--- src/uart_rx_settings.svh ---
/* Build-time sizes for the UART receive hub
   Include before any use of the RX_ macros */
`ifndef UART_RX_SETTINGS_SVH
`define UART_RX_SETTINGS_SVH

// Serial receive lines, one receiver each
`define RX_NUM_CHANNELS 4

// Result FIFO entries; STATUS count field is 4 bits wide
`define RX_FIFO_DEPTH 8

// Byte address bits of the register window
`define RX_AXI_ADDR_WIDTH 6

// Clocks per oversample tick after reset
`define RX_DEFAULT_DIVISOR 4

`endif

--- src/baud_tick_gen.sv ---
/* Shared 16x oversample strobe for all receivers
   One clock pulse every divisor clocks, divisor 0 acts as 1 */
`timescale 1ns/1ps

module baud_tick_gen (
  input  logic        clock,
  input  logic        reset,
  input  logic [15:0] divisor,      // Clocks per tick, from DIVISOR register
  output logic        sample_tick   // Single-cycle pulse
);

  logic [15:0] tick_count;
  logic [15:0] reload_value;

  // Count from divisor-1 down to 0 gives a period of divisor clocks
  assign reload_value = (divisor == 16'd0) ? 16'd0 : divisor - 16'd1;

  always_ff @(posedge clock or posedge reset) begin
    if (reset) begin
      tick_count  <= '0;
      sample_tick <= 1'b0;
    end else if (tick_count == 16'd0) begin
      tick_count  <= reload_value;  // New divisor only picked up here
      sample_tick <= 1'b1;
    end else begin
      tick_count  <= tick_count - 16'd1;
      sample_tick <= 1'b0;
    end
  end

endmodule

--- config.mk ---
export PLATFORM = sky130hd
export DESIGN_NAME = baud_tick_gen
export DESIGN_NICKNAME = d
export VERILOG_FILES = /design/src/uart_rx_settings.svh /design/src/baud_tick_gen.sv
export SDC_FILE = /design/constraint.sdc
export NUM_CORES = 1
export LEC_CHECK = 0
export BUFFER_PORTS_ARGS = -buffer_cell sky130_fd_sc_hd__buf_2
export CORE_MARGIN = 2
export CORE_UTILIZATION = 55
export DETAILED_ROUTE_END_ITERATION = 16
export PLACE_DENSITY = 0.82
export SLEW_MARGIN = 10
export SYNTH_ARGS = -nofsm -noshare
export SYNTH_HDL_FRONTEND = slang
export SYNTH_SLANG_ARGS = --single-unit
--- constraint.sdc ---
create_clock -name clock -period 2.5 [get_ports clock]
set_clock_uncertainty 0.05 [all_clocks]
set_input_delay 0 -clock clock [delete_from_list [all_inputs] [get_ports clock]]
set_output_delay 0 -clock clock [all_outputs]
set_load 0.01 [all_outputs]
# Word-level counts from Yosys, hierarchy flattened
# Cells that the tools add are included.
# word_totals
ff_bits	17
in_bits	18
# classes
n_reduce_logical	2
n_mux	3
add_sub_neg	2
# op_table
op	count
$logic_not 16->1	2
$mux 16	2
$sub 16x1->16 const B	2
$mux 1	1

# Depth between registers and ports, before layout
# logic_depth
ltp_word	3
depth_mapped	9

# Worst setup path after synthesis
# OpenSTA, ideal clock, no wires.
# synth_path
path_type	flip-flop to flip-flop
from	register tick_count[7]
to	register tick_count[10]
setup_ns	0.134
arrival_ns	1.806
slack_ns	0.510
required_ns	2.316
stages_incl_launch_ff	7
n_path_buf	1
cell_sequence	dfrtp_1 or4_1 nor4_1 nand2_1 inv_1 clkbuf_1 o22ai_1
# synth_between
elab_chain_len	2
elab_cells_between_ends	3
cone_classes	1 x add/sub; 1 x mux; 1 x reduce/logical
# synth_lines
item	line	source
from (decl)	baud_tick_gen.sv:12	logic [15:0] tick_count;
from (signal assigned)	baud_tick_gen.sv:23	tick_count <= reload_value;
from (signal assigned)	baud_tick_gen.sv:26	tick_count <= tick_count - 16'd1;
$sub 16x1->16 or $logic_not 16->1 (tied branches)	baud_tick_gen.sv:26, baud_tick_gen.sv:22	
$mux 16 (*)	baud_tick_gen.sv:22	end else if (tick_count == 16'd0) begin
# Mark *: on every way between the ends. The rest lies on a longest branch, timed or not.

# Worst setup path in the final report
# layout_path
from	input port divisor[5]
to	register tick_count[2]
# layout_between
elab_chain_len	3
# layout_lines
item	line	source
from (decl)	baud_tick_gen.sv:8	input logic [15:0] divisor,
$logic_not 16->1	baud_tick_gen.sv:16	assign reload_value = (divisor == 16'd0) ? 16'd0 : divisor - 16'd1;
$mux 16	baud_tick_gen.sv:16	
$mux 16	baud_tick_gen.sv:22	
# Every way passes these cells.

==> summary.txt <==
Reg clk slew, reported paths: 0.10 ns
end of the worst register-to-register path: tick_count[1]$_DFF_PP0_
drt initial violations: 30
P per Cell Area: 544.1 nW/um2
count of nets after finishing: 196
synthesized area: 1201 um2
total CTS buffers: 3
largest net degree at the start of global routing: 18
Ys Warns: 0
RSZ-0062 raised after global routing: false
most common cell after layout, fill and taps aside: buf_2
Post-CTS Hold Buffers: 5
CP Class: in2reg
Hold Path Class: in2reg
Antenna diodes: 0
CTS tree: yes
die height: 50.73 um
Max Cap Viol: 0
Gates resized, CTS repair: 0
DRC: 0
Tmin final: 2.450 ns
Core ar.: 2002 um2
initial antenna violation count: 0
CP Max Fanout: 8
count of pins over their slew limit: 0
first-pass GRT wire length: 4.581 mm
WL final: 2.687 mm
mean post-synth cell area: 8.284 um2
Top-Level Pins: 19
Clock Latency Late Sink: 0.29 ns
final design utilization: 71.44%
drt first pass iters: 4
period utilization: 97.99%
fin worst setup slack: 0.05017 ns
port buffer count: 18
Cells after Synth: 145
Worst Hold Path EP: tick_count[10]$_DFF_PP0_
dpl ws: 0.3001 ns
Yosys cell types: 30
RD Place Congestion: 0.9435
WP data required: 2.63 ns
initial core utilization: 60.00%
total number of H-tree levels: 1
total track usage: 23.66%
Total Neg Setup Slack: 0 ns
Clk Tree Root Cell: clkbuf_4
Fmax achieved: 408.2 MHz
status: finished clean
crit path DAT: 2.58 ns
CP Capture Type: flip-flop
leakage: 0.5576 nW
Setup Buffers After CTS: 0
Rel. slew slack: 58.77%
final hold violations: 0
WHS Path Cells: 3
drt wl/cell: 13.37 um
layout cell share with drive strength beyond 1: 17.82%
area growth from synthesis to layout: 19.06%
most frequent cells in the layout: buf_2 (18), dfrtp_1 (17), nor2_1 (15)
Via Count: 1157
setup slack, reg-to-reg: 0.23 ns
Pwr Total: 0.0007781 W
CTS Sinks: 17
# placed instances: 192
Syn Nets: 166
reg-to-reg startpoint: tick_count[7]$_DFF_PP0_
grt ovf: 0
deepest clock path buffer count: 2
reg2reg path depth: 5
vias in the first global route: 1133
sequential share of the synthesized area: 35.42%
worst IR drop on VDD: 0.3283 mV
die width: 50.73 um
HPWL reported at the end of detailed placement: 2.097 mm
Detail Route Antenna Nets: 0
die area: 2574 um2
final count of negative-setup-slack endpoints: 0
drt via density: 5.756
Worst-Margin Slew: 0.6177 ns
Non-Filler Instances: 201
hold_sp: divisor[10]
row count: 16
#FFs+latches synth: 17
startpoint types: input port
[Yosys cell counts, drive strengths merged]
library cell   n  area share, %
and4b          1           0.83
a31oi          1           0.52
nand4          1           0.52
or3b           1           0.73
nor3           6            2.5
ha             3            3.1
and3b          1           0.73
xnor2         12            8.7
nor4           9            4.7
o21a           1           0.63
nand2b         4            2.1
nor2          15            4.7
o22ai          7            3.6
buf            2           0.83
inv            8            2.5
nand2         12            3.7
o21ai          7            2.9
xor2          10            7.3
a21boi         1           0.63
a21oi          7            3.2
dfrtp         17             35
nand3          6            2.5
nand3b         1           0.63
o31ai          3            1.9
or4            4            2.8
clkbuf         2           0.63
or3            3            1.6
[metrics by stage]
| step | area, um2 | hold WS, ns |
|---|---|---|
| after global placement | 1353 | 0.04560 |
| after floorplan | 1201 | -0.1239 |
| after global routing | 1430 | 0.03666 |
| final | 1430 | 0.01467 |
| after CTS | 1430 | 0.01867 |
| after detailed placement | 1353 | 0.05735 |
[critical path: stages]
cell           delay [ns]
dlygate4sd3_1        0.54
buf_2                0.14
or4_4                0.52
or3_1                0.43
or4_1                0.66
a21oi_1              0.23
a31oi_1              0.06
[layout make-up]
type	count	area, um2
Clock buffer	3	22.52
Clock inverter	1	5.005
Fill cell	174	571.8
Inverter	8	30.03
Multi-Input combinational cell	116	728.2
Sequential cell	17	425.4
Tap cell	27	33.78
Timing Repair Buffer	29	185.2
[logic make-up after synthesis]
family                   count (synthesis)  synth area share [%]
buffers and inverters                   12                 3.959
flip-flops                              17                 35.42
AND/OR/NAND/NOR                         64                 28.02
XOR/XNOR                                22                 16.04
adder cells (fa/ha/maj)                  3                 3.125
AO/OA/AOI/OAI                           27                 13.44
[power breakdown]
| group | switching [W] | total [W] | internal [W] |
|---|---|---|---|
| combinational | 0.000123 | 0.000244 | 0.000121 |
| clock | 0.0000863 | 0.000146 | 0.0000595 |
| sequential | 0.0000552 | 0.000388 | 0.000333 |
[metal layers]
layer / global-route usage [%] / wire length, um / vias to the layer above
met5: 0 / 0 / -
met4: 9.459 / 48 / 0
met3: 2.679 / 121 / 6
met2: 41.89 / 1333 / 37
met1: 29.14 / 1184 / 543
li1: - / - / 571
[flip-flops by register name, indices dropped and copies added, names as in the netlist]
name         flops
sample_tick      1
tick_count      16
[how the worst max path moves through the flow]
stage                            startpoint                       end  slack (ns)  cells past startpoint
global route                     divisor[5]   tick_count[3]$_DFF_PP0_        0.02                      7
CTS                              divisor[5]   tick_count[2]$_DFF_PP0_        0.09                      7
detailed placement  tick_count[7]$_DFF_PP0_   tick_count[8]$_DFF_PP0_        0.30                      6
finish                           divisor[5]   tick_count[2]$_DFF_PP0_        0.05                      7
floorplan           tick_count[7]$_DFF_PP0_  tick_count[10]$_DFF_PP0_        0.51                      6
global placement                 divisor[4]   tick_count[2]$_DFF_PP0_        0.36                      6
Power figures use the tool's default switching activity.
