[src/uart_rx_settings.svh]
/* Build-time sizes for the UART receive hub
   Include before any use of the RX_ macros */
`ifndef UART_RX_SETTINGS_SVH
`define UART_RX_SETTINGS_SVH

// Serial receive lines, one receiver each
`define RX_NUM_CHANNELS 4

// Result FIFO entries; STATUS count field is 4 bits wide
`define RX_FIFO_DEPTH 8

// Byte address bits of the register window
`define RX_AXI_ADDR_WIDTH 6

// Clocks per oversample tick after reset
`define RX_DEFAULT_DIVISOR 4

`endif

[src/uart_rx_pkg.sv]
/* Types shared by the UART receive hub blocks
   Compile before any module of the hub */
package uart_rx_pkg;

  // Channel number carried with every frame
  typedef logic [1:0] chan_idx_t;

  // Per-channel setup, matches the CHAN_CFG register bits 3:0
  typedef struct packed {
    logic       enable;       // Receiver on
    logic [1:0] parity_mode;  // 0/1 none, 2 even, 3 odd
    logic       two_stop;     // Second stop bit expected
  } rx_config_t;

  // One received character as stored in the result FIFO
  typedef struct packed {
    chan_idx_t  channel;       // Source line
    logic       parity_error;  // Parity bit mismatch
    logic       frame_error;   // A stop bit voted low
    logic [7:0] data;          // Character, bit 0 first on the line
  } rx_frame_t;

endpackage

[src/axil_rx_regs.sv]
/* AXI4-Lite register block for the receive hub
   Divisor and channel setup registers, STATUS, and the RX_DATA pop port */
`timescale 1ns/1ps
`include "uart_rx_settings.svh"

module axil_rx_regs (
  input  logic                                          clock,
  input  logic                                          reset,
  input  logic [`RX_AXI_ADDR_WIDTH-1:0]                 awaddr,
  input  logic                                          awvalid,
  output logic                                          awready,
  input  logic [31:0]                                   wdata,
  input  logic                                          wvalid,
  output logic                                          wready,
  output logic [1:0]                                    bresp,
  output logic                                          bvalid,
  input  logic                                          bready,
  input  logic [`RX_AXI_ADDR_WIDTH-1:0]                 araddr,
  input  logic                                          arvalid,
  output logic                                          arready,
  output logic [31:0]                                   rdata,
  output logic [1:0]                                    rresp,
  output logic                                          rvalid,
  input  logic                                          rready,
  output logic [15:0]                                   divisor,
  output uart_rx_pkg::rx_config_t [`RX_NUM_CHANNELS-1:0] channel_config,
  output logic                                          pop,
  output logic                                          clear_overflow,
  input  uart_rx_pkg::rx_frame_t                        head,
  input  logic [3:0]                                    count,
  input  logic                                          overflow
);

  localparam int num_ch      = `RX_NUM_CHANNELS;
  localparam int status_word = `RX_NUM_CHANNELS + 1;  // 0x14
  localparam int data_word   = `RX_NUM_CHANNELS + 2;  // 0x18

  logic                          wr_fire;
  logic                          rd_fire;
  logic [`RX_AXI_ADDR_WIDTH-3:0] wr_word;  // Word index of the byte address
  logic [`RX_AXI_ADDR_WIDTH-3:0] rd_word;
  logic [31:0]                   rd_value;
  logic                          rd_error;

  // AW and W taken together, only with no B outstanding
  assign wr_fire = awvalid && wvalid && !bvalid;
  assign awready = wr_fire;
  assign wready  = wr_fire;
  assign bresp   = 2'b00;  // Writes always OKAY
  assign arready = !rvalid;
  assign rd_fire = arvalid && arready;
  assign wr_word = awaddr[`RX_AXI_ADDR_WIDTH-1:2];
  assign rd_word = araddr[`RX_AXI_ADDR_WIDTH-1:2];

  assign pop            = rd_fire && (int'(rd_word) == data_word) && (count != 4'd0);
  assign clear_overflow = rd_fire && (int'(rd_word) == status_word);

  always_ff @(posedge clock or posedge reset) begin
    if (reset) begin
      divisor        <= 16'(`RX_DEFAULT_DIVISOR);
      channel_config <= '0;  // All channels off
      bvalid         <= 1'b0;
    end else if (wr_fire) begin
      bvalid <= 1'b1;
      if (int'(wr_word) == 0) divisor <= wdata[15:0];
      for (int i = 0; i < num_ch; i++) begin
        if (int'(wr_word) == i + 1) channel_config[i] <= wdata[3:0];
      end
    end else if (bready) begin
      bvalid <= 1'b0;
    end
  end

  // Read data mux
  always_comb begin
    rd_value = '0;
    rd_error = 1'b0;
    case (int'(rd_word))
      0:           rd_value[15:0] = divisor;
      status_word: begin
        rd_value[3:0] = count;
        rd_value[8]   = overflow;
      end
      data_word:   if (count != 4'd0) rd_value = {1'b1, 19'b0, head};  // Empty reads 0
      default: begin
        rd_error = 1'b1;  // SLVERR unless a CHAN_CFG slot
        for (int i = 0; i < num_ch; i++) begin
          if (int'(rd_word) == i + 1) begin
            rd_value[3:0] = channel_config[i];
            rd_error      = 1'b0;
          end
        end
      end
    endcase
  end

  always_ff @(posedge clock or posedge reset) begin
    if (reset) rvalid <= 1'b0;
    else if (rd_fire) rvalid <= 1'b1;
    else if (rready) rvalid <= 1'b0;
  end

  always_ff @(posedge clock) begin
    if (rd_fire) begin
      rdata <= rd_value;
      rresp <= rd_error ? 2'b10 : 2'b00;
    end
  end

endmodule

[config.mk]
export PLATFORM = sky130hd
export DESIGN_NAME = axil_rx_regs
export DESIGN_NICKNAME = d
export VERILOG_FILES = /design/src/uart_rx_pkg.sv /design/src/axil_rx_regs.sv
export VERILOG_INCLUDE_DIRS = /design/src /design/src/src
export SDC_FILE = /design/constraint.sdc
export NUM_CORES = 1
export LEC_CHECK = 0
export BUFFER_PORTS_ARGS = -buffer_cell sky130_fd_sc_hd__clkbuf_2
export CORE_ASPECT_RATIO = 1.5
export CORE_MARGIN = 2
export CORE_UTILIZATION = 30
export DETAILED_ROUTE_END_ITERATION = 7
export SLEW_MARGIN = 10
export SYNTH_ARGS = -nofsm -noshare
export SYNTH_HDL_FRONTEND = slang
export SYNTH_SLANG_ARGS = --single-unit
[constraint.sdc]
create_clock -name clock -period 5.3 [get_ports clock]
set_input_delay 0.53 -clock clock [delete_from_list [all_inputs] [get_ports clock]]
set_output_delay 0.53 -clock clock [all_outputs]
set_load 0.05 [all_outputs]
* Word level (Yosys, flattened, before mapping)
Cells that the tools add are included.
** Word-level totals
- Flip-flop bits (word level) :: 68
- Input port bits :: 68
- Output and inout bits :: 75
- Word-level logic and storage cells :: 68
** Operators by class
- Equality and inequality tests :: 12
- Multiplexer cells :: 19
- Reductions and logical operators :: 19
** Operator list (count)
- $mux 32 :: 1
- $eq 4x3->1 const B :: 6
- $eq 4x4->1 const B :: 4
- $mux 4 :: 4
- $pmux 7 s2 :: 1
- $pmux 4 s3 :: 1
- $reduce_and 2->1 :: 5
- $mux 1 :: 9
- $eq 4x2->1 const B :: 2
- $logic_not 4->1 :: 2
- $pmux 4 s2 :: 1
- $logic_and 1x1->1 :: 6
- $reduce_bool 2->1 :: 2
- $reduce_bool 4->1 :: 1
- $pmux 1 s3 :: 1
- $reduce_or 3->1 :: 1
- $logic_not 1->1 :: 2
- $mux 2 :: 1

* Logic depth before layout (Yosys ltp)
- Depth after elaboration :: 7
- Depth in mapped cells :: 6
- Mapped depth without buffers :: 4

* Least setup slack after synthesis
No wires, ideal clock.
- Path type :: reg2out
- From :: reg rvalid
- To :: out clear_overflow
- Arrival time :: 2134 ps
- Data required time :: 4770 ps
- Slack :: 2636 ps
- Cell stages (with the launch flop) :: 3
- Buffers on the path :: 0
- Cells stage by stage :: dfrtp_1 > nor2b_1 > and3_1
** On the way
- Word-level cells in the longest chain between the ends :: 3
** Ends and longest elaborated chain
- from (decl) :: line axil_rx_regs.sv:23 : output logic rvalid,
- from (signal assigned) :: line axil_rx_regs.sv:98 : if (reset) rvalid <= 1'b0;
- from (signal assigned) :: line axil_rx_regs.sv:99 : else if (rd_fire) rvalid <= 1'b1;
- from (signal assigned) :: line axil_rx_regs.sv:100 : else if (rready) rvalid <= 1'b0;
- $logic_not 1->1 :: line axil_rx_regs.sv:50 : assign arready = !rvalid;
- $logic_and 1x1->1 :: line axil_rx_regs.sv:51 : assign rd_fire = arvalid && arready;
- via rd_fire :: line axil_rx_regs.sv:39 : logic rd_fire;
- $logic_and 1x1->1 :: line axil_rx_regs.sv:56 : assign clear_overflow = rd_fire && (int'(rd_word) == status_word);
- to (decl) :: line axil_rx_regs.sv:28 : output logic clear_overflow,
The timed path passes the listed nets, and every way through them passes these cells.

* Final worst setup path
- From :: in araddr[3]
- To :: out clear_overflow
** On the way
- Word-level cells in the longest chain between the ends :: 2
** Ends and longest elaborated chain
- from (decl) :: line axil_rx_regs.sv:18 : input logic [`RX_AXI_ADDR_WIDTH-1:0] araddr,
- $eq 4x4->1 :: line axil_rx_regs.sv:56
- $logic_and 1x1->1 :: line axil_rx_regs.sv:56
Every way passes these cells.

==> run metrics <==
number of global-route vias before repair 1781; # setup viols final 0; vias per inst 4.61; die area 0.00928 mm2; Antenna Cells 0; post-DR wirelength/cell 14.9 um; multi-input combinational cell area 0.00101 mm2; dpl cells 392; layout cells sized above 1 54.6%; drt drc 0; I/O Buffers 104; status finished clean; Die Y 117 um; fmax 0.431 GHz; Net Sw Frac 38.9%; Worst EP arrival 1790 ps; synthesized area per cell 13.5 um2; Post-layout nets 360; Async SR Flop Fraction 65.4%; unrepaired setup endpoints after global routing no; Comb pwr share 32.5%; Critical Path Source Type primary input; drt first pass iters 4; area delta synth->final 27.7%; Final ANT Viol Nets 0; initial antenna violation count 0; GRT Overall Usage 13.0%; internal power 788 uW; CTS tree yes; Crit. End Element output port; largest net degree at the start of global routing 35; sequential area share after synthesis 54.6%; share of the synthesized area in the top cell type 32.4%; Slew HR 30.4%; worst slack, placed 2990 ps; Fin. Hold Viols 0; routed via count 1843; setup ws final 2980 ps; grt total ovfl 0; CTS H-tree depth 2; CTS Root Cell clkbuf_16; Cell variety after synth 43; Synth Instances 189; Cell Area, Synth 0.00255 mm2; most frequent cells in the layout clkbuf_2 (104), dfrtp_1 (33), mux2_2 (32); min Tclk post-route 2320 ps; gpl congestion 0.831; Slew @ Worst Pin 1040 ps; Worst R2R Path Depth 4; clk sinks 52; fraction of power consumed by sequential logic 40.0%; Layout fillers 833; Final Slew Violations 0; NetSw 501 uW; dominant cell type by area after synthesis dfrtp_1; IO Pins 143; first-pass GRT wire length 9000 um; Power Density 395 mW/mm2; maxcap violations 0; Worst-path clk slew 70 ps; worst reg2reg endpoint rdata[2]; Site Rows 41; Post-CTS Hold Buffers 0; clock insertion delay at the later pin of the skew report 300 ps; ys flop type dfrtp_1; Setup crit start araddr[3]; synth warn 0; post-detail-place hpwl 4550 um; Initial Utilization 30.5%; Post-synth EDFFs 18; final setup TNS 0 ps; clock power share 27.5%; worst hold-check path type in -> async; Hold WS 303 ps; Synth area leaders dfrtp_1 (32%), edfxtp_1 (21%), mux2_2 (14%); core area 0.00836 mm2; Register Area 0.00139 mm2; commonest non-fill, non-tap cell in the layout clkbuf_2; r2r setup slk 3770 ps; Lkg Pwr 0.00163 uW; data required time of the worst path 4770 ps; maximum VDD drop 0.194 mV; Die X 79.3 um; post-CTS sizing 0; Total Wirelength 5950 um; post-synthesis register bit count 52; Post-CTS Setup Inserts 0; clock buffer depth 2; total CTS buffers 5; CP Max Fanout 17; Setup Skew 3.97 ps; worst r2r src channel_config[10]; Non-Filler Instances 400; first-iteration detailed-routing DRC count 43; period utilization 43.8%; critical path class in -> out
==> power by group through the flow <==
| stage | Combinational, uW | Sequential [uW] | Clock [uW] |
|---|---|---|---|
| 5_1_grt | 440 | 523 | 384 |
| 3_5_place_dp | 422 | 525 | 0 |
| 4_1_cts | 423 | 516 | 366 |
| 6_report | 419 | 516 | 355 |
| 2_1_floorplan | 135 | 717 | 0 |
| 3_3_place_gp | 419 | 522 | 0 |
==> cells in the mapped netlist, types with 2 or more instances <==
| cell | number |
|---|---|
| a221o_1 | 3 |
| mux2_2 | 32 |
| nand2_1 | 5 |
| buf_2 | 4 |
| edfxtp_1 | 18 |
| and4bb_2 | 2 |
| buf_4 | 21 |
| nor2_1 | 4 |
| and3_1 | 2 |
| a22o_1 | 13 |
| nand3b_1 | 2 |
| and2_1 | 6 |
| and2b_1 | 2 |
| inv_1 | 4 |
| a21oi_1 | 3 |
| dfrtp_1 | 33 |
| mux2_4 | 3 |
| a211oi_1 | 6 |
| nor4_1 | 2 |
==> layer usage <==
metal	up-vias	track usage [%]	wire, um
met2	72	23.6	3220
met3	7	2.22	272
met1	891	14.8	2320
met5	-	0	0
met4	0	6.32	136
li1	873	-	-
==> sequential cells by signal, summed over array words and instances, names as in the netlist <==
name	cells
rresp	1
rdata	17
divisor	16
bvalid	1
rvalid	1
channel_config	16
==> worst max-delay path: stages <==
cell and delay [ps]:
clkbuf_2 250, nor2_1 490, and3_1 240, clkbuf_2 270
==> final cells by class <==
type                       count  share of cell area (%)
tap                          107                    4.11
clock inverter                 2                   0.460
clock buffer                   6                    4.60
inverter                       4                   0.460
multi-input combinational    122                    31.0
timing repair buffer         107                    16.7
sequential                    52                    42.7
==> stage by stage <==
step / power [uW] / utilization [%] / instance area [um2]
after floorplan: 852 / - / 2620
after global placement: 942 / 37.0 / 3100
after detailed placement: 947 / 37.0 / 3100
after CTS: 1310 / 39.0 / 3260
after global routing: 1350 / 39.0 / 3260
final: 1290 / 39.0 / 3260
==> worst max path at each step <==
stage / endpoint / slack [ps]
floorplan: clear_overflow / 2640
global placement: clear_overflow / 3030
detailed placement: clear_overflow / 2990
CTS: clear_overflow / 2980
global route: clear_overflow / 2870
finish: clear_overflow / 2980
==> cell families after synthesis <==
group / synth area share [%]
buffers and inverters: 8.68
and+or+nand+nor: 10.6
DFF: 54.6
AOI/OAI and AO/OA: 9.75
muxes: 16.3
other: 0.147
No activity file was read; power rests on OpenSTA's default activity.
