**src/uart_rx_settings.svh**
```systemverilog
/* Build-time sizes for the UART receive hub
   Include before any use of the RX_ macros */
`ifndef UART_RX_SETTINGS_SVH
`define UART_RX_SETTINGS_SVH

// Serial receive lines, one receiver each
`define RX_NUM_CHANNELS 4

// Result FIFO entries; STATUS count field is 4 bits wide
`define RX_FIFO_DEPTH 8

// Byte address bits of the register window
`define RX_AXI_ADDR_WIDTH 6

// Clocks per oversample tick after reset
`define RX_DEFAULT_DIVISOR 4

`endif

```
**src/uart_rx_pkg.sv**
```systemverilog
/* Types shared by the UART receive hub blocks
   Compile before any module of the hub */
package uart_rx_pkg;

  // Channel number carried with every frame
  typedef logic [1:0] chan_idx_t;

  // Per-channel setup, matches the CHAN_CFG register bits 3:0
  typedef struct packed {
    logic       enable;       // Receiver on
    logic [1:0] parity_mode;  // 0/1 none, 2 even, 3 odd
    logic       two_stop;     // Second stop bit expected
  } rx_config_t;

  // One received character as stored in the result FIFO
  typedef struct packed {
    chan_idx_t  channel;       // Source line
    logic       parity_error;  // Parity bit mismatch
    logic       frame_error;   // A stop bit voted low
    logic [7:0] data;          // Character, bit 0 first on the line
  } rx_frame_t;

endpackage

```
**src/uart_rx_channel.sv**
```systemverilog
/* Single UART receiver with 2-of-3 majority vote on samples 7, 8, 9 of each bit
   Checks optional parity and one or two stop bits, holds the frame until taken */
`timescale 1ns/1ps

module uart_rx_channel (
  input  logic                   clock,
  input  logic                   reset,
  input  logic                   sample_tick,     // 16 ticks per bit
  input  uart_rx_pkg::rx_config_t channel_config,
  input  uart_rx_pkg::chan_idx_t channel_id,      // Fixed per instance
  input  logic                   rxd,             // Serial line, idle high
  output logic                   frame_valid,
  input  logic                   frame_ready,
  output uart_rx_pkg::rx_frame_t frame
);

  typedef enum logic [2:0] {
    st_idle,
    st_start,
    st_data,
    st_parity,
    st_stop1,
    st_stop2
  } rx_state_t;

  rx_state_t  state;
  logic [3:0] sample_cnt;   // Tick position inside the current bit
  logic [2:0] bit_cnt;      // Data bit index
  logic [2:0] votes;        // Line samples 7, 8 and 9
  logic [7:0] shift;        // Data shift register, LSB arrives first
  logic       parity_err;
  logic       frame_err;    // Result of stop1
  logic       voted_bit;
  logic       bit_end;
  logic       frame_done;

  // Two of three samples decide the bit
  assign voted_bit = (votes[0] & votes[1]) | (votes[0] & votes[2]) | (votes[1] & votes[2]);
  assign bit_end   = sample_tick && (sample_cnt == 4'd15);  // Last tick of a bit

  // Frame ends on the last stop bit
  assign frame_done = bit_end && channel_config.enable &&
                      ((state == st_stop1 && !channel_config.two_stop) ||
                       state == st_stop2);

  // Oversample position, held at 0 while idle
  always_ff @(posedge clock or posedge reset) begin
    if (reset) sample_cnt <= '0;
    else if (state == st_idle) sample_cnt <= '0;
    else if (sample_tick) sample_cnt <= sample_cnt + 4'd1;
  end

  // Capture the three mid-bit samples
  always_ff @(posedge clock) begin
    if (sample_tick) begin
      case (sample_cnt)
        4'd7:    votes[0] <= rxd;
        4'd8:    votes[1] <= rxd;
        4'd9:    votes[2] <= rxd;
        default: ;
      endcase
    end
  end

  always_ff @(posedge clock or posedge reset) begin
    if (reset) begin
      state   <= st_idle;
      bit_cnt <= '0;
    end else if (!channel_config.enable) begin
      state <= st_idle;  // Disabled receiver parks here
    end else begin
      case (state)
        st_idle: if (!rxd) state <= st_start;  // Falling edge, possible start
        st_start: begin
          if (bit_end) begin
            bit_cnt <= '0;
            state   <= voted_bit ? st_idle : st_data;  // High vote is a false start
          end
        end
        st_data: begin
          if (bit_end) begin
            bit_cnt <= bit_cnt + 3'd1;
            if (bit_cnt == 3'd7)
              state <= channel_config.parity_mode[1] ? st_parity : st_stop1;
          end
        end
        st_parity: if (bit_end) state <= st_stop1;
        st_stop1: if (bit_end) state <= channel_config.two_stop ? st_stop2 : st_idle;
        st_stop2: if (bit_end) state <= st_idle;
        default: state <= st_idle;
      endcase
    end
  end

  // Data and check results, sampled at the end of each bit
  always_ff @(posedge clock) begin
    if (bit_end) begin
      case (state)
        st_start: begin
          parity_err <= 1'b0;  // Fresh frame
          frame_err  <= 1'b0;
        end
        st_data:   shift <= {voted_bit, shift[7:1]};
        // Zero for matching even or odd parity
        st_parity: parity_err <= ^shift ^ voted_bit ^ channel_config.parity_mode[0];
        st_stop1:  frame_err <= ~voted_bit;
        default:   ;
      endcase
    end
  end

  // Stop2 only adds its own check when stop1 passed
  always_ff @(posedge clock) begin
    if (frame_done) begin
      frame <= '{channel:      channel_id,
                 parity_error: parity_err,
                 frame_error:  (state == st_stop2 && frame_err) || !voted_bit,
                 data:         shift};
    end
  end

  // Pending until the collector takes it; a new frame wins over a take
  always_ff @(posedge clock or posedge reset) begin
    if (reset) frame_valid <= 1'b0;
    else if (frame_done) frame_valid <= 1'b1;
    else if (frame_ready) frame_valid <= 1'b0;
  end

endmodule

```
**config.mk**
```make
export PLATFORM = sky130hd
export DESIGN_NAME = uart_rx_channel
export DESIGN_NICKNAME = d
export VERILOG_FILES = /design/src/uart_rx_settings.svh /design/src/uart_rx_pkg.sv /design/src/uart_rx_channel.sv
export SDC_FILE = /design/constraint.sdc
export NUM_CORES = 1
export LEC_CHECK = 0
export BUFFER_PORTS_ARGS = -buffer_cell sky130_fd_sc_hd__buf_2
export CORE_ASPECT_RATIO = 1.1
export CORE_MARGIN = 5
export CORE_UTILIZATION = 63
export CTS_BUF_LIST = sky130_fd_sc_hd__clkbuf_4
export DETAILED_ROUTE_END_ITERATION = 6
export MAX_ROUTING_LAYER = met4
export PLACE_DENSITY = 0.87
export SETUP_SLACK_MARGIN = 0.02
export SLEW_MARGIN = 10
export SYNTH_ARGS = -nofsm -noshare
export SYNTH_HDL_FRONTEND = slang
export SYNTH_SLANG_ARGS = --single-unit
```
**constraint.sdc**
```tcl
create_clock -name clock -period 5.5 [get_ports clock]
set_input_delay 1.1 -clock clock [delete_from_list [all_inputs] [get_ports clock]]
set_output_delay 1.1 -clock clock [all_outputs]
set_load 0.01 [all_outputs]
```
== Word level (Yosys, flattened, before mapping) ==
Index checks and enable logic that the tools add are counted.
Operators by class
  add/subtract/negate cells: 2
  multiply operators: 0
  divide/modulo/power cells: 0
  magnitude comparators: 0
  equal/unequal tests: 19
  shifts and indexed selects: 0
  muxes and demuxes: 20
  bitwise gates (word level): 8
  reductions and logical operators: 24
Operator list (number)
  two-way mux 3 bit: 11
  != test 3 bit (second input constant): 7
  one-hot mux 3 bit (6 select lines): 1
  == test 4 bit (second input constant): 3
  AND reduction 2 bit: 6
  nonzero test 2 bit: 5
  == test 3 bit (second input constant): 3
  two-way mux 4 bit: 2
  parity 8 bit: 1
  AND reduction 7 bit: 1
  == test 3 x 2 -> 1 bit (second input constant): 2
  one-hot mux 3 bit (2 select lines): 1
  logical AND 1 bit: 5
  adder 4 x 1 -> 4 bit (second input constant): 1
  == test 4 x 3 -> 1 bit (second input constant): 1
  != test 2 bit (second input constant): 2
  one-hot mux 1 bit (2 select lines): 2
  AND reduction 4 bit: 1
  adder 3 x 1 -> 3 bit (second input constant): 1
  AND 1 bit: 3
  == test 3 x 1 -> 1 bit (second input constant): 1
  zero test 3 bit: 1
  zero test 1 bit: 2
  logical OR 1 bit: 2
  other kinds (5): 8
Word-level totals
  bits in registers: 36
  latch bits: 0
  RAM bits: 0
  bits in read-only memories: 0
  output and inout port bits: 13
  word-level logic and storage cells: 87
  memories: 0

== Longest topological paths before layout ==
Gate-level depths: netlist of run 1.
  word-level depth: 7
  mapped depth: 6
  gate-level depth less buffers: 6

== Worst setup path before layout of run 1 ==
OpenSTA, ideal clock, no wires.
  kind: input to register
  start point: input port sample_tick
  end point: register shift[0], enable pin
  setup time: 385 ps
  arrival: 2277 ps
  data required time: 5115 ps
  slack: 2837 ps
  stages on the path: 3
  path buffers: 1
  path through: buf_2 > nand4_1 > nor3b_1
On the way
  longest elaborated chain between the ends: 2
RTL lines
  from (decl): RTL line uart_rx_channel.sv:8  | input logic sample_tick,
  logical AND 1 bit: RTL line uart_rx_channel.sv:39  | assign bit_end = sample_tick && (sample_cnt == 4'd15);
  AND reduction 2 bit (no source line)
  to (signal assigned): RTL line uart_rx_channel.sv:103  | st_data: shift <= {voted_bit, shift[7:1]};
  to (decl): RTL line uart_rx_channel.sv:30  | logic [7:0] shift;
No other way between the ends.
A chain may end at the register's enable or synchronous reset.

== Worst setup path in the final report of run 1 ==
  start point: input port sample_tick
  end point: register shift[6], enable pin
Same word-level chain as after synthesis.

==> results_dict.tcl, run 1 <==
set metrics [dict create \
    yosys.area_share.xor_xnor 0.0729 \
    reg2reg_depth 3 \
    ios 24 \
    path_class "in2reg" \
    synth_adder_area_share 0.0445 \
    reg2reg_slack_ns 3.09 \
    row_count 19 \
    layout_common_cells "edfxtp_1, buf_2, dfrtp_1" \
    post-dp-hpwl_um 2050 \
    synth_nets 138 \
    cts_sinks 36 \
    gr-total-overflow 0 \
    rsz0062_at_grt "false" \
    core-area_um2 2500 \
    utilization 0.725 \
    route.detailed.drc 0 \
    final_max_slew_viol_count 0 \
    synthSimpleGateAreaFrac 0.135 \
    synth-edff-count 25 \
    num-fill-cells 167 \
    hold_ws_ns 0.429 \
    cts_buffers 5 \
    finalHoldViolations 0 \
    yosysSeqAreaShare 0.629 \
    layout_commonest_cell "edfxtp_1" \
    cap_violations 0 \
    synth.mux.area_fraction 0.0184 \
    cp_slowest_cell "nor3b_1" \
    grt_pass1_vias 984 \
    netlist_top_cells_area "edfxtp_1, dfrtp_1, xnor2_1" \
    vias_per_cell 5.60 \
    cts_hold_buf 0 \
    hold-path-cell-count 0 \
    first_iter_violations 23 \
    min_path_type "reg2reg" \
    postSynthCellCount 122 \
    drt_wl_total_um 2820 \
    power_density_nw_per_um2 258 \
    arrival_ns 2.64 \
    num_vias 996 \
    power.total_mw 0.468 \
    start_util 0.653 \
    cts.path.max_buffers 2 \
    clk_pin_slew_ns 0.09 \
    worst_pin_slew_ns 1.09 \
    period_minus_slack_ns 2.69 \
    cts_htree_levels 2 \
    port_buffers 23 \
    routedWlPerCell_um 15.9 \
    drive_above_1_share 0.224 \
    fin_tns_setup_ns 0 \
    post_cts_buffers 0 \
    grt_pass1_wl_um 4640 \
    instances_no_fill 178 \
    fin_skew_ns 0.0160 \
    cts_root_buffer "clkbuf_4" \
    netlist_area_um2 1630 \
    power_leakage_nw 0.717 \
    synth.distinct_cells 34 \
    grt.total_usage 0.174 \
    drt_pass1_iterations 5 \
    crit_required_ns 5.44 \
    fin_nets 162 \
    grt_max_degree 20 \
    die-area_um2 3710 \
    critPathMaxFanout 9 \
    end_kind "register" \
    synth_top_area_share 0.460 \
    multi_input_area_um2 553 \
    die_h_um 63.4 \
    critPathMaxStageDelay_ns 1.01 \
    status "finished, final reports clean" \
    postSynthAreaPerCell_um2 13.4 \
    synth_top_family_by_area "simple AND/OR/NAND/NOR gates" \
    worstSkewPairLatency_ns 0.33 \
    diodes 0 \
    finalSetupViolations 0 \
    slew_headroom 0.274 \
    die_width_um 58.5 \
    synthFlopType "edfxtp_1" \
    place_congestion 0.862 \
    start_kind "input port" \
    crit_chain "buf_2 > nand4_1 > nor3b_1" \
    detail-route-antenna-nets 0 \
    cts_tree "built" \
    ctsResizeCount 0 \
    vdd_ir_drop_max_mv 0.194 \
    synth_compound_area_frac 0.0683 \
    ys_warn_count 0 \
    synth.largest_area_cell "edfxtp_1" \
    place_inst 170 \
    maxClockFrequency_mhz 371 \
    async_reset_ff_frac 0.306 \
    grt_antenna_before_repair 0 \
    period_share 0.490 \
    areaGrowthSynthToFinish_pct 11.0 \
    ys_ff_latch 36 \
    regArea_um2 1030 \
]
## layout make-up
class / instances / area share
Tap cell: 31 / 0.0214
Inverter: 5 / 0.0104
Clock buffer: 7 / 0.0290
Clock inverter: 1 / 0.00277
Sequential cell: 36 / 0.567
Multi-Input combinational cell: 75 / 0.306
Timing Repair Buffer: 23 / 0.0636
## cells by family (layout without fill, tap and decap cells)
logic type | Yosys count | after routing
flops | 36 | 36
buf+inv | 11 | 36
fa+ha+maj | 6 | 6
mux | 3 | 3
compound gates | 14 | 14
xor+xnor | 12 | 12
simple gates | 40 | 40
## cells in the mapped netlist (all sizes together) (3+ instances only)
master	n
nand2b	3
buf	4
edfxtp	25
dfrtp	11
mux2i	3
nor3b	3
o22ai	3
nor2	8
nand2	9
o2bb2ai	3
nor2b	6
inv	5
nor3	3
xnor2	9
ha	5
## worst max-delay path: cells and delay by family
| family | cells | cell delay (ns) |
|---|---|---|
| buf+inv | 1 | 0.15 |
| simple gates | 2 | 1.39 |
## registers in the layout, indices dropped and copies added, names as in the netlist
signal       flops
sample_cnt       4
frame_valid      1
frame           12
shift            8
frame_err        1
bit_cnt          3
votes            3
parity_err       1
state            3
## final timing paths
kind / startpoint / end
max in group asynchronous: reset / sample_cnt[2]$_DFFE_PP0P_
worst max register to register: sample_cnt[0]$_DFFE_PP0P_ / shift[6]$_DFFE_PP_
min in group asynchronous: reset / sample_cnt[0]$_DFFE_PP0P_
worst min register to register: parity_err$_DFFE_PP_ / frame[9]$_DFFE_PP_
worst min-delay path: parity_err$_DFFE_PP_ / frame[9]$_DFFE_PP_
worst max-delay path: sample_tick / shift[6]$_DFFE_PP_
## metrics by stage
step	setup slack (ns)	cell area [um^2]
2_1_floorplan	2.84	1630
3_3_place_gp	2.63	1750
3_5_place_dp	2.50	1750
4_1_cts	2.82	1810
5_1_grt	2.71	1810
6_report	2.81	1810
## where the power goes
group          internal (mW)  leakage (nW)  total [mW]  switching [mW]
combinational         0.0144         0.300      0.0290          0.0146
sequential             0.290         0.381       0.299         0.00863
clock                 0.0597        0.0361       0.140          0.0803
## per-layer routing
metal / share of wire / up-vias / GRT usage / wire [um]
met2: 0.51 / 29 / 0.284 / 1450
met3: 0.065 / 4 / 0.0531 / 184
met5: 0 / - / - / 0
li1: - / 489 / - / -
met1: 0.41 / 474 / 0.198 / 1150
met4: 0.014 / 0 / 0.0667 / 40
(Power assumes the default switching activity.)
==> inputs of run 2 (changes only) <==
--- a/config.mk
+++ b/config.mk
@@ -8,11 +8,11 @@
 export BUFFER_PORTS_ARGS = -buffer_cell sky130_fd_sc_hd__buf_2
 export CORE_ASPECT_RATIO = 1.1
 export CORE_MARGIN = 5
-export CORE_UTILIZATION = 63
+export CORE_UTILIZATION = 58
 export CTS_BUF_LIST = sky130_fd_sc_hd__clkbuf_4
 export DETAILED_ROUTE_END_ITERATION = 6
 export MAX_ROUTING_LAYER = met4
-export PLACE_DENSITY = 0.87
+export PLACE_DENSITY = 0.81
 export SETUP_SLACK_MARGIN = 0.02
 export SLEW_MARGIN = 10
 export SYNTH_ARGS = -nofsm -noshare
==> constraint.sdc (replaced) <==
create_clock -name clock -period 2.55 [get_ports clock]
set_input_delay 0.51 -clock clock [delete_from_list [all_inputs] [get_ports clock]]
set_output_delay 0.51 -clock clock [all_outputs]
set_load 0.01 [all_outputs]
==> run 2 against run 1 <==
- via count rose by 0.40%
- flip-flop and latch count did not move
- first-iteration DRC count did not move
- sequential share of layout area fell by 1.5 points
- critical endpoint is now shift[5]$_DFFE_PP_
- largest cell class unchanged
==> results_dict.tcl, run 2 (synthesis gave the netlist of run 1 again) <==
set metrics [dict create \
    die_width_um 60.6 \
    pre_cts_ws_ns 0.717 \
    fin_nets 165 \
    path_buf_inv 1 \
    post-dp-hpwl_um 1870 \
    fin_skew_ns 0.00426 \
    grt_antenna_before_repair 0 \
    gr-total-overflow 0 \
    top_regs "frame: 12 flops, shift: 8 flops, sample_cnt: 4 flops" \
    place_inst 175 \
    drt_wl_total_um 2580 \
    end_kind "register" \
    core-area_um2 2730 \
    instances_no_fill 183 \
    vias_per_cell 5.46 \
    cap_violations 0 \
    status "finished, final reports clean" \
    worstSkewPairLatency_ns 0.33 \
    fin_tns_setup_ns 0 \
    worst_pin_slew_ns 0.547 \
    post_cts_buffers 0 \
    grt.total_usage 0.156 \
    cts_hold_buf 0 \
    die-area_um2 3970 \
    finalHoldViolations 0 \
    cts_htree_levels 2 \
    cts_tree "built" \
    ctsResizeCount 0 \
    num_vias 1000 \
    row_count 20 \
    period_share 0.696 \
    start_util 0.598 \
    largest_register_ffs 12 \
    max_flop_register "frame" \
    finalSetupViolations 0 \
    port_buffers 23 \
    layout_commonest_cell "edfxtp_1" \
    slew_headroom 0.635 \
    crit_chain "ha_1 > nand4_1 > nor3b_1 > buf_4" \
    power_leakage_nw 0.738 \
    grt_max_degree 19 \
    hold_ws_ns 0.149 \
    vdd_ir_drop_max_mv 0.479 \
    routedWlPerCell_um 14.1 \
    cts_buffers 5 \
    layout_common_cells "edfxtp_1, buf_2, dfrtp_1" \
    route.detailed.drc 0 \
    cts_root_buffer "clkbuf_4" \
    power_density_nw_per_um2 592 \
    maxClockFrequency_mhz 563 \
    timing.final.ws_setup_ns 0.775 \
    detail-route-antenna-nets 0 \
    cts.path.max_buffers 2 \
    path_class "reg2reg" \
    critPathMaxStageDelay_ns 0.44 \
    grt_pass1_wl_um 4350 \
    grt_pass1_vias 996 \
    cp_slowest_cell "dfrtp_1" \
    crit_required_ns 2.60 \
    die_h_um 65.6 \
    rsz0062_at_grt "false" \
    areaGrowthSynthToFinish_pct 13.9 \
    power.total_mw 1.10 \
    drive_above_1_share 0.240 \
    final_max_slew_viol_count 0 \
    cts_sinks 36 \
    ios 24 \
    min_path_type "in2async" \
    period_minus_slack_ns 1.77 \
    diodes 0 \
    arrival_ns 1.83 \
    critPathMaxFanout 9 \
    drt_pass1_iterations 4 \
    num-fill-cells 206 \
    place_congestion 0.770 \
    cpLargestDelayFamily "simple AND/OR/NAND/NOR gates" \
    first_iter_violations 23 \
    start_kind "register" \
    clk_pin_slew_ns 0.11 \
]
## run 2: cell count changes in the layout (fill, tap and decap cells not counted)
cell,change
clkbuf_4,-2
buf_4,+3
clkinvlp_4,+1
bufinv_16,+1
## run 2: metal layers
layer / vias to the layer above / track usage / wire (um)
li1: 493 / - / -
met1: 483 / 0.168 / 1020
met2: 20 / 0.259 / 1360
met3: 4 / 0.0550 / 158
met4: 0 / 0.0650 / 37
met5: - / - / 0
## run 2: final timing paths
path | cells past startpoint | from | end | slack, ns
max | 4 | sample_cnt[0]$_DFFE_PP0P_ | shift[5]$_DFFE_PP_ | 0.78
min | 2 | reset | sample_cnt[0]$_DFFE_PP0P_ | 0.15
max reg2reg | 4 | sample_cnt[0]$_DFFE_PP0P_ | shift[5]$_DFFE_PP_ | 0.78
min reg2reg | 0 | parity_err$_DFFE_PP_ | frame[9]$_DFFE_PP_ | 0.45
max in group asynchronous | 2 | reset | frame_valid$_DFFE_PP0P_ | 2.11
min in group clock | 1 | channel_id[1] | frame[11]$_DFFE_PP_ | 0.34
## run 2: cell type report
class,count,area [um^2],area share
clock inverters,3,42.5,0.0229
inverters,5,18.8,0.0101
flip-flops and latches,36,1030,0.553
repair buffers,26,138,0.0741
multi-input cells,75,553,0.298
clock buffers,5,37.5,0.0202
well taps,33,41.3,0.0222
## run 2: power breakdown
| group | internal (mW) | switching, mW |
|---|---|---|
| combinational | 0.0333 | 0.0341 |
| sequential | 0.626 | 0.0140 |
| clock | 0.204 | 0.188 |
| total | 0.863 | 0.236 |
## run 2: worst reg2reg max path, stage by stage (launching register included)
cell,delay (ns)
dfrtp_1,0.44
ha_1,0.20
nand4_1,0.35
nor3b_1,0.30
buf_4,0.20
## run 2: metrics by stage
stage                      util  cell area (um^2)
final                     0.681              1860
after global routing      0.681              1860
after CTS                 0.681              1860
after detailed placement  0.651              1780
after global placement    0.651              1780
after floorplan               -              1630
